<file path="config.mk">
export PLATFORM = sky130hd
export DESIGN_NAME = int_core_top
export DESIGN_NICKNAME = d
export VERILOG_FILES = /design/src/hw/core_pkg.sv /design/src/hw/int_core_top.sv /design/src/hw/ex.sv /design/src/hw/gpr.sv /design/src/hw/id.sv /design/src/hw/wb_slave_port.sv
export VERILOG_INCLUDE_DIRS = /design/src /design/src/include
export SDC_FILE = /design/constraint.sdc
export NUM_CORES = 2
export LEC_CHECK = 0
export ABC_CLOCK_PERIOD_IN_PS = 7000
export BUFFER_PORTS_ARGS = -buffer_cell sky130_fd_sc_hd__buf_2
export CAP_MARGIN = 20
export CORE_ASPECT_RATIO = 0.8
export CORE_UTILIZATION = 50
export CTS_CLUSTER_DIAMETER = 50
export DETAILED_ROUTE_END_ITERATION = 7
export MAX_ROUTING_LAYER = met4
export PLACE_DENSITY = 0.65
export SLEW_MARGIN = 40
export SYNTH_ARGS = -nofsm -noshare
export SYNTH_HDL_FRONTEND = slang
export SYNTH_SLANG_ARGS = --single-unit
export TNS_END_PERCENT = 1
</file>
<file path="constraint.sdc">
create_clock -name clk -period 7 [get_ports clk]
set_input_delay 2.1 -clock clk [delete_from_list [all_inputs] [get_ports clk]]
set_output_delay 2.1 -clock clk [all_outputs]
set_load 0.03 [all_outputs]
</file>
<file path="src/include/core_consts.svh">
`ifndef CORE_CONSTS_SVH
`define CORE_CONSTS_SVH

// register file geometry
`define REG_ADDR_WIDTH 5
`define REG_DATA_WIDTH 32
`define REG_NUM 32

// x0 index, always reads zero
`define ZERO_REG 5'd0

// wishbone word address width
`define WB_ADR_WIDTH 6

// address bit picking register space over instruction space
// 0 -> instruction write, 1 -> adr[4:0] is a register index
`define WB_REG_SEL_BIT 5

`endif
</file>
<file path="src/hw/core_pkg.sv">
`default_nettype none

package core_pkg;

    // major opcodes kept by this slice
    typedef enum logic [6:0] {
        OPC_OP     = 7'b0110011,
        OPC_OP_IMM = 7'b0010011
    } opcode_e;

    // alu operation, decoded from funct3/funct7
    typedef enum logic [3:0] {
        ALU_ADD  = 4'd0,
        ALU_SUB  = 4'd1,
        ALU_SLL  = 4'd2,
        ALU_SLT  = 4'd3,
        ALU_SLTU = 4'd4,
        ALU_XOR  = 4'd5,
        ALU_SRL  = 4'd6,
        ALU_SRA  = 4'd7,
        ALU_OR   = 4'd8,
        ALU_AND  = 4'd9
    } alu_op_e;

endpackage

`default_nettype wire

</file>
<file path="src/hw/int_core_top.sv">
`timescale 1ns/100ps
`default_nettype none

`include "core_consts.svh"

module int_core_top (
    input  logic                       clk,
    input  logic                       rst_i,
    input  logic                       cyc_i,
    input  logic                       stb_i,
    input  logic                       we_i,
    input  logic [`WB_ADR_WIDTH-1:0]   adr_i,
    input  logic [`REG_DATA_WIDTH-1:0] dat_i,
    output logic [`REG_DATA_WIDTH-1:0] dat_o,
    output logic                       ack_o,
    output logic                       err_o
);

    // port <-> decoder
    logic [`REG_DATA_WIDTH-1:0] instr;
    logic                       illegal;
    logic                       issue;

    // decoder -> alu / register file
    logic                       valid;
    logic [`REG_ADDR_WIDTH-1:0] rs1;
    logic [`REG_ADDR_WIDTH-1:0] rs2;
    logic [`REG_ADDR_WIDTH-1:0] rd;
    logic [`REG_DATA_WIDTH-1:0] imm;
    logic                       use_imm;
    core_pkg::alu_op_e          alu_op;

    // register file data
    logic [`REG_DATA_WIDTH-1:0] rs1_data;
    logic [`REG_DATA_WIDTH-1:0] rs2_data;
    logic [`REG_ADDR_WIDTH-1:0] rb_addr;
    logic [`REG_DATA_WIDTH-1:0] rb_data;

    // alu write-back
    logic                       wb_we;
    logic [`REG_ADDR_WIDTH-1:0] wb_addr;
    logic [`REG_DATA_WIDTH-1:0] wb_data;

    wb_slave_port u_port (
        .clk       (clk),
        .rst_i     (rst_i),
        .cyc_i     (cyc_i),
        .stb_i     (stb_i),
        .we_i      (we_i),
        .adr_i     (adr_i),
        .dat_i     (dat_i),
        .dat_o     (dat_o),
        .ack_o     (ack_o),
        .err_o     (err_o),
        .instr_o   (instr),
        .illegal_i (illegal),
        .issue_o   (issue),
        .rd_addr_o (rb_addr),
        .rd_data_i (rb_data)
    );

    id u_id (
        .clk       (clk),
        .rst_i     (rst_i),
        .instr_i   (instr),
        .issue_i   (issue),
        .illegal_o (illegal),
        .valid_o   (valid),
        .rs1_o     (rs1),
        .rs2_o     (rs2),
        .rd_o      (rd),
        .imm_o     (imm),
        .use_imm_o (use_imm),
        .alu_op_o  (alu_op)
    );

    gpr u_gpr (
        .clk      (clk),
        .rst_i    (rst_i),
        .we_i     (wb_we),
        .waddr_i  (wb_addr),
        .wdata_i  (wb_data),
        .raddr1_i (rs1),
        .raddr2_i (rs2),
        .raddr3_i (rb_addr),
        .rdata1_o (rs1_data),
        .rdata2_o (rs2_data),
        .rdata3_o (rb_data)
    );

    ex u_ex (
        .valid_i    (valid),
        .use_imm_i  (use_imm),
        .rd_i       (rd),
        .imm_i      (imm),
        .rs1_data_i (rs1_data),
        .rs2_data_i (rs2_data),
        .alu_op_i   (alu_op),
        .we_o       (wb_we),
        .waddr_o    (wb_addr),
        .wdata_o    (wb_data)
    );

endmodule

`default_nettype wire

</file>
<file path="src/hw/ex.sv">
`timescale 1ns/100ps
`default_nettype none

`include "core_consts.svh"

module ex (
    input  logic                       valid_i,
    input  logic                       use_imm_i,
    input  logic [`REG_ADDR_WIDTH-1:0] rd_i,
    input  logic [`REG_DATA_WIDTH-1:0] imm_i,
    input  logic [`REG_DATA_WIDTH-1:0] rs1_data_i,
    input  logic [`REG_DATA_WIDTH-1:0] rs2_data_i,
    input  core_pkg::alu_op_e          alu_op_i,
    output logic                       we_o,
    output logic [`REG_ADDR_WIDTH-1:0] waddr_o,
    output logic [`REG_DATA_WIDTH-1:0] wdata_o
);

    logic [`REG_DATA_WIDTH-1:0] op_a;
    logic [`REG_DATA_WIDTH-1:0] op_b;
    logic [4:0]                 shamt;

    assign op_a  = rs1_data_i;
    // immediate form replaces rs2
    assign op_b  = use_imm_i ? imm_i : rs2_data_i;
    // shift amount from low bits only
    assign shamt = op_b[4:0];

    always_comb begin
        case (alu_op_i)
            core_pkg::ALU_ADD:  wdata_o = op_a + op_b;
            core_pkg::ALU_SUB:  wdata_o = op_a - op_b;
            core_pkg::ALU_SLL:  wdata_o = op_a << shamt;
            // signed compare
            core_pkg::ALU_SLT:  wdata_o = {31'd0, $signed(op_a) < $signed(op_b)};
            core_pkg::ALU_SLTU: wdata_o = {31'd0, op_a < op_b};
            core_pkg::ALU_XOR:  wdata_o = op_a ^ op_b;
            core_pkg::ALU_SRL:  wdata_o = op_a >> shamt;
            // arithmetic shift keeps sign
            core_pkg::ALU_SRA:  wdata_o = $unsigned($signed(op_a) >>> shamt);
            core_pkg::ALU_OR:   wdata_o = op_a | op_b;
            core_pkg::ALU_AND:  wdata_o = op_a & op_b;
            default:            wdata_o = '0;
        endcase
    end

    // write lands on the edge after issue
    assign we_o    = valid_i;
    assign waddr_o = rd_i;

endmodule

`default_nettype wire

</file>
<file path="src/hw/gpr.sv">
`timescale 1ns/100ps
`default_nettype none

`include "core_consts.svh"

module gpr (
    input  logic                       clk,
    input  logic                       rst_i,
    input  logic                       we_i,
    input  logic [`REG_ADDR_WIDTH-1:0] waddr_i,
    input  logic [`REG_DATA_WIDTH-1:0] wdata_i,
    input  logic [`REG_ADDR_WIDTH-1:0] raddr1_i,
    input  logic [`REG_ADDR_WIDTH-1:0] raddr2_i,
    input  logic [`REG_ADDR_WIDTH-1:0] raddr3_i,
    output logic [`REG_DATA_WIDTH-1:0] rdata1_o,
    output logic [`REG_DATA_WIDTH-1:0] rdata2_o,
    output logic [`REG_DATA_WIDTH-1:0] rdata3_o
);

    logic [`REG_DATA_WIDTH-1:0] regs [0:`REG_NUM-1];
    logic [`REG_NUM-1:0]        reg_we;

    // x0 has no write enable
    assign reg_we[0] = 1'b0;

    for (genvar i = 1; i < `REG_NUM; i++) begin : gen_reg_we
        assign reg_we[i] = we_i && (waddr_i == `REG_ADDR_WIDTH'(i));
    end

    // one enable-flop per register, cleared on reset
    for (genvar i = 0; i < `REG_NUM; i++) begin : gen_regs
        always_ff @(posedge clk) begin
            if (rst_i) begin
                regs[i] <= '0;
            end else if (reg_we[i]) begin
                regs[i] <= wdata_i;
            end
        end
    end

    // operand reads, x0 forced to zero
    assign rdata1_o = (raddr1_i == `ZERO_REG) ? '0 : regs[raddr1_i];
    assign rdata2_o = (raddr2_i == `ZERO_REG) ? '0 : regs[raddr2_i];

    // bus read-back
    assign rdata3_o = (raddr3_i == `ZERO_REG) ? '0 : regs[raddr3_i];

    a_x0_zero: assert property (@(posedge clk) disable iff (rst_i)
        regs[0] == '0);

endmodule

`default_nettype wire

</file>
<file path="src/hw/id.sv">
`timescale 1ns/100ps
`default_nettype none

`include "core_consts.svh"

module id (
    input  logic                       clk,
    input  logic                       rst_i,
    input  logic [`REG_DATA_WIDTH-1:0] instr_i,
    input  logic                       issue_i,
    output logic                       illegal_o,
    output logic                       valid_o,
    output logic [`REG_ADDR_WIDTH-1:0] rs1_o,
    output logic [`REG_ADDR_WIDTH-1:0] rs2_o,
    output logic [`REG_ADDR_WIDTH-1:0] rd_o,
    output logic [`REG_DATA_WIDTH-1:0] imm_o,
    output logic                       use_imm_o,
    output core_pkg::alu_op_e          alu_op_o
);

    logic [6:0] funct7;
    logic [2:0] funct3;
    logic       f7_zero;
    logic       f7_alt;
    logic       is_op;
    core_pkg::alu_op_e alu_op;

    assign funct7  = instr_i[31:25];
    assign funct3  = instr_i[14:12];
    assign f7_zero = (funct7 == 7'b0000000);
    assign f7_alt  = (funct7 == 7'b0100000);
    assign is_op   = (core_pkg::opcode_e'(instr_i[6:0]) == core_pkg::OPC_OP);

    // legality check on opcode/funct3/funct7
    always_comb begin
        case (core_pkg::opcode_e'(instr_i[6:0]))
            core_pkg::OPC_OP: begin
                // alt funct7 only for sub and sra
                illegal_o = !(f7_zero || (f7_alt && (funct3 == 3'b000 || funct3 == 3'b101)));
            end
            core_pkg::OPC_OP_IMM: begin
                case (funct3)
                    3'b001:  illegal_o = !f7_zero;
                    3'b101:  illegal_o = !(f7_zero || f7_alt);
                    // plain immediates, funct7 is part of imm
                    default: illegal_o = 1'b0;
                endcase
            end
            default: illegal_o = 1'b1;
        endcase
    end

    // funct3 to alu op
    always_comb begin
        case (funct3)
            // addi never subtracts
            3'b000:  alu_op = (is_op && funct7[5]) ? core_pkg::ALU_SUB : core_pkg::ALU_ADD;
            3'b001:  alu_op = core_pkg::ALU_SLL;
            3'b010:  alu_op = core_pkg::ALU_SLT;
            3'b011:  alu_op = core_pkg::ALU_SLTU;
            3'b100:  alu_op = core_pkg::ALU_XOR;
            3'b101:  alu_op = funct7[5] ? core_pkg::ALU_SRA : core_pkg::ALU_SRL;
            3'b110:  alu_op = core_pkg::ALU_OR;
            default: alu_op = core_pkg::ALU_AND;
        endcase
    end

    // decoded fields held for the execute cycle
    always_ff @(posedge clk) begin
        if (issue_i) begin
            rs1_o     <= instr_i[19:15];
            rs2_o     <= instr_i[24:20];
            rd_o      <= instr_i[11:7];
            // sign-extended i-type immediate
            imm_o     <= {{20{instr_i[31]}}, instr_i[31:20]};
            use_imm_o <= !is_op;
            alu_op_o  <= alu_op;
        end
    end

    // execute strobe, one cycle after issue
    always_ff @(posedge clk) begin
        if (rst_i) begin
            valid_o <= 1'b0;
        end else begin
            valid_o <= issue_i;
        end
    end

    // bus handshake keeps issues at least two cycles apart
    a_valid_pulse: assert property (@(posedge clk) disable iff (rst_i)
        valid_o |=> !valid_o);

endmodule

`default_nettype wire

</file>
<file path="src/hw/wb_slave_port.sv">
`timescale 1ns/100ps
`default_nettype none

`include "core_consts.svh"

module wb_slave_port (
    input  logic                       clk,
    input  logic                       rst_i,
    // wishbone classic slave
    input  logic                       cyc_i,
    input  logic                       stb_i,
    input  logic                       we_i,
    input  logic [`WB_ADR_WIDTH-1:0]   adr_i,
    input  logic [`REG_DATA_WIDTH-1:0] dat_i,
    output logic [`REG_DATA_WIDTH-1:0] dat_o,
    output logic                       ack_o,
    output logic                       err_o,
    // decoder side
    output logic [`REG_DATA_WIDTH-1:0] instr_o,
    input  logic                       illegal_i,
    output logic                       issue_o,
    // register read-back
    output logic [`REG_ADDR_WIDTH-1:0] rd_addr_o,
    input  logic [`REG_DATA_WIDTH-1:0] rd_data_i
);

    logic req_new;
    logic instr_wr;
    logic reg_wr;
    logic reg_rd;

    // new request only while no response is out
    // a held stb is not served twice
    assign req_new = cyc_i & stb_i & ~ack_o & ~err_o;

    // request kinds
    assign instr_wr = req_new & we_i & ~adr_i[`WB_REG_SEL_BIT];
    assign reg_wr   = req_new & we_i & adr_i[`WB_REG_SEL_BIT];
    assign reg_rd   = req_new & ~we_i;

    // write data is the instruction word
    assign instr_o = dat_i;

    // only legal words reach the decoder registers
    assign issue_o = instr_wr & ~illegal_i;

    // reads index the register file by the low address bits
    assign rd_addr_o = adr_i[`REG_ADDR_WIDTH-1:0];

    // one-cycle response flags
    always_ff @(posedge clk) begin
        if (rst_i) begin
            ack_o <= 1'b0;
            err_o <= 1'b0;
        end else begin
            ack_o <= issue_o | reg_rd;
            // illegal word or write into register space
            err_o <= (instr_wr & illegal_i) | reg_wr;
        end
    end

    // read data, valid alongside ack
    always_ff @(posedge clk) begin
        if (reg_rd) begin
            dat_o <= rd_data_i;
        end
    end

    // never ack and err together
    a_resp_excl: assert property (@(posedge clk) disable iff (rst_i)
        !(ack_o && err_o));

    // a response follows a request sampled one edge earlier
    a_resp_req: assert property (@(posedge clk) disable iff (rst_i)
        (ack_o || err_o) |-> $past(cyc_i && stb_i));

endmodule

`default_nettype wire

</file>
==> results.toml <==
[outcome]
status = "completed"

[setup_path]
critPathCaptureType = "flop"
critPathMaxFanout = 31
cp.arrival_ns = 7.33
crit_type = "reg -> reg"
worstPathRequired_ns = 7.52
cp-start-kind = "flop"

[detailed_routing]
num_vias = 65900
via_per_inst = 8.12
drc = 0
detail-route-antenna-nets = 0
wl_per_cell_um = 45.7
drt-initial-drc-count = 14600
wl_um = 371000
dr.pass1.iters = 8

[floorplanning]
die_area_mm2 = 0.149
pin_count = 77
dieHeight_um = 345
fp-row-count = 125
dieWidth_um = 431
start_util_pct = 50.6
coreArea_mm2 = 0.146

[clock_tree]
cts_buffers = 132
root_buffer = "clkbuf_16"
cts_buffer_depth = 3
cts_resized = 0
path_clk_slew_ns = 0.06
postCtsSetupBuffers = 0
holdBufCountCts = 0
cts_tree = "done"
clkSinkCount = 1064
clk_latency_ns = 0.82
htreeDepth = 4

[pwr]
p_leak_nw = 29.0
peakVddDrop_mv = 0.273
powerDensity_mw_per_mm2 = 193

[finish]
finalInstanceArea_mm2 = 0.0830
final_core_util_pct = 57.0
area_growth_pct = 12.7
drive_above_1_share_pct = 29.3
fin_nets = 6158

[synth]
yosys_register_bits = 1064
synth_nets = 6234
synth_area_mm2 = 0.0736
async_flop_share_pct = 0
synth.most_common_cell = "edfxtp_1"
synth_edf_count = 1051
synth.avg_cell_area_um2 = 12.1
ys_types = 105
synth_cells = 6092
synth.top_cell.area_share_pct = 42.9
yosysSeqAreaShare_pct = 43.2
synth_commonest_cells = "edfxtp_1, a21oi_1, mux4_2"
synth_area_leaders = "edfxtp_1, mux4_2, mux2i_1, a21oi_1, mux2_2"
yosysWarnings = 0
yosysTopAreaCell = "edfxtp_1"
dominantRegCellSynth = "edfxtp_1"

[grt]
grt_max_degree = 68
overflow = 0
grt_pass1_wl_um = 501000
grt_antenna_before_repair = 21
first_global_vias = 61400
grt_usage_pct = 50.3

[place]
hpwl_um = 238000
portBuffers = 76
place_ws_ns = 0.466
routabilityCongestion = 1.13
dpl_cell_area_mm2 = 0.0783

[sta]
min_period_ns = 6.82
min_period_over_period_pct = 97.4
worst_slew_pin_slew_ns = 1.04
max_freq_mhz = 147
finalMaxSlewViolations = 0
final-hold-violation-count = 0
tns_ns = 0
setup_violations = 0
setup_ws_ns = 0.183
rsz0062_at_grt = "no"
fin_hold_ws_ns = 0.547
slew_headroom_pct = 30.7
fin_skew_ns = 0.0310

[flow_run]
cap_violations = 0

[hold_path]
worst_hold_path_type = "reg -> reg"
min_from = "u_id.rs1_o[4]"
==> cells by family (layout without fill, tap and decap cells) <==
| kind of cell | Yosys count | count (layout) | synth area share (%) |
|---|---|---|---|
| flops | 1064 | 1064 | 43.2 |
| other cells | 0 | 31 | 0 |
| fa+ha+maj | 99 | 99 | 1.70 |
| mux | 1125 | 1125 | 25.5 |
| buf+inv | 815 | 848 | 5.05 |
| simple gates | 1219 | 1219 | 8.14 |
| compound gates | 1757 | 1757 | 16.3 |
| xor+xnor | 13 | 13 | 0.155 |
==> area by class of cell <==
class                      count  area (µm²)
multi-input combinational   4213       39200
fill                       11900       62600
tap                         1968        2460
antenna                       31        77.6
clock inverter                84         833
inverter                     109         409
clock buffer                 159        3560
sequential                  1064       31800
timing repair buffer         496        4610
==> critical path, cell delays in order, from the launching register on <==
cell      delay [ns]
dfxtp_4         0.74
and2b_2         0.26
buf_4           0.39
buf_4           0.39
a22o_1          0.20
mux4_2          0.29
nor2_1          0.06
o31ai_1         0.61
inv_1           0.20
ha_1            0.32
inv_1           0.07
o21ai_0         0.11
o211ai_1        0.42
a311oi_1        0.18
buf_4           0.19
o41ai_1         0.56
nor3_1          0.18
a211oi_1        0.33
buf_4           0.18
xnor2_1         0.09
a221oi_4        0.32
buf_12          0.24
a31oi_1         0.13
==> registers in the layout, summed over array words and instances, names as in the netlist, named ones only <==
register        flops
u_id.rs1_o          5
u_id.imm_o         12
u_id.rd_o           5
u_gpr.regs        992
u_port.dat_o       32
u_port.ack_o        1
u_id.use_imm_o      1
u_port.err_o        1
u_id.alu_op_o       4
u_id.valid_o        1
==> worst paths after layout <==
kind	depth (start not counted)	slack, ns	endpoint
min reg2reg	1	0.55	flop
max	22	0.18	u_gpr.regs[1][29]
max reg2reg	22	0.18	u_gpr.regs[1][29]
min	1	0.55	flop
==> per-layer routing <==
layer  vias up  GRT usage [%]  wire length [µm]
met3      1772           25.0             69200
met5         -              -                 0
met4         0           32.6             29800
met2      7263           62.4            143000
li1      24500              -                 -
met1     32500           63.8            129000
==> per-stage QoR <==
stage	instances	total power, W
2_1_floorplan	6092	0.00832
3_3_place_gp	7841	0.00896
3_5_place_dp	7847	0.00899
4_1_cts	8090	0.0159
5_1_grt	8116	0.0162
6_report	8124	0.0161
==> cells in the final DEF, fill, tap and decap left out, drive strengths merged, types with 19 or more instances in the layout <==
cell	synthesis	routed
edfxtp	1051	1051
a21oi	694	694
mux4	580	580
nor2	519	519
buf	313	496
mux2i	364	364
a31oi	232	232
nand2	185	185
mux2	181	181
a22oi	171	171
nand3	160	160
clkbuf	393	159
nor3	134	134
inv	107	126
o21ai	118	118
ha	97	97
a22o	61	61
a221oi	58	58
nor4	58	58
o31ai	56	56
a211oi	54	54
clkinv	2	50
nand4	42	42
a21o	40	40
o221ai	39	39
o211ai	36	36
diode	0	31
a221o	29	29
o21bai	28	28
nand2b	22	22
nor2b	19	19
==> power breakdown <==
part | internal [W] | switching (W)
combinational | 0.000579 | 0.00103
sequential | 0.00720 | 0.000169
clock | 0.00405 | 0.00302
total | 0.0118 | 0.00422
Note: power is estimated with default switching activity, not from simulation.
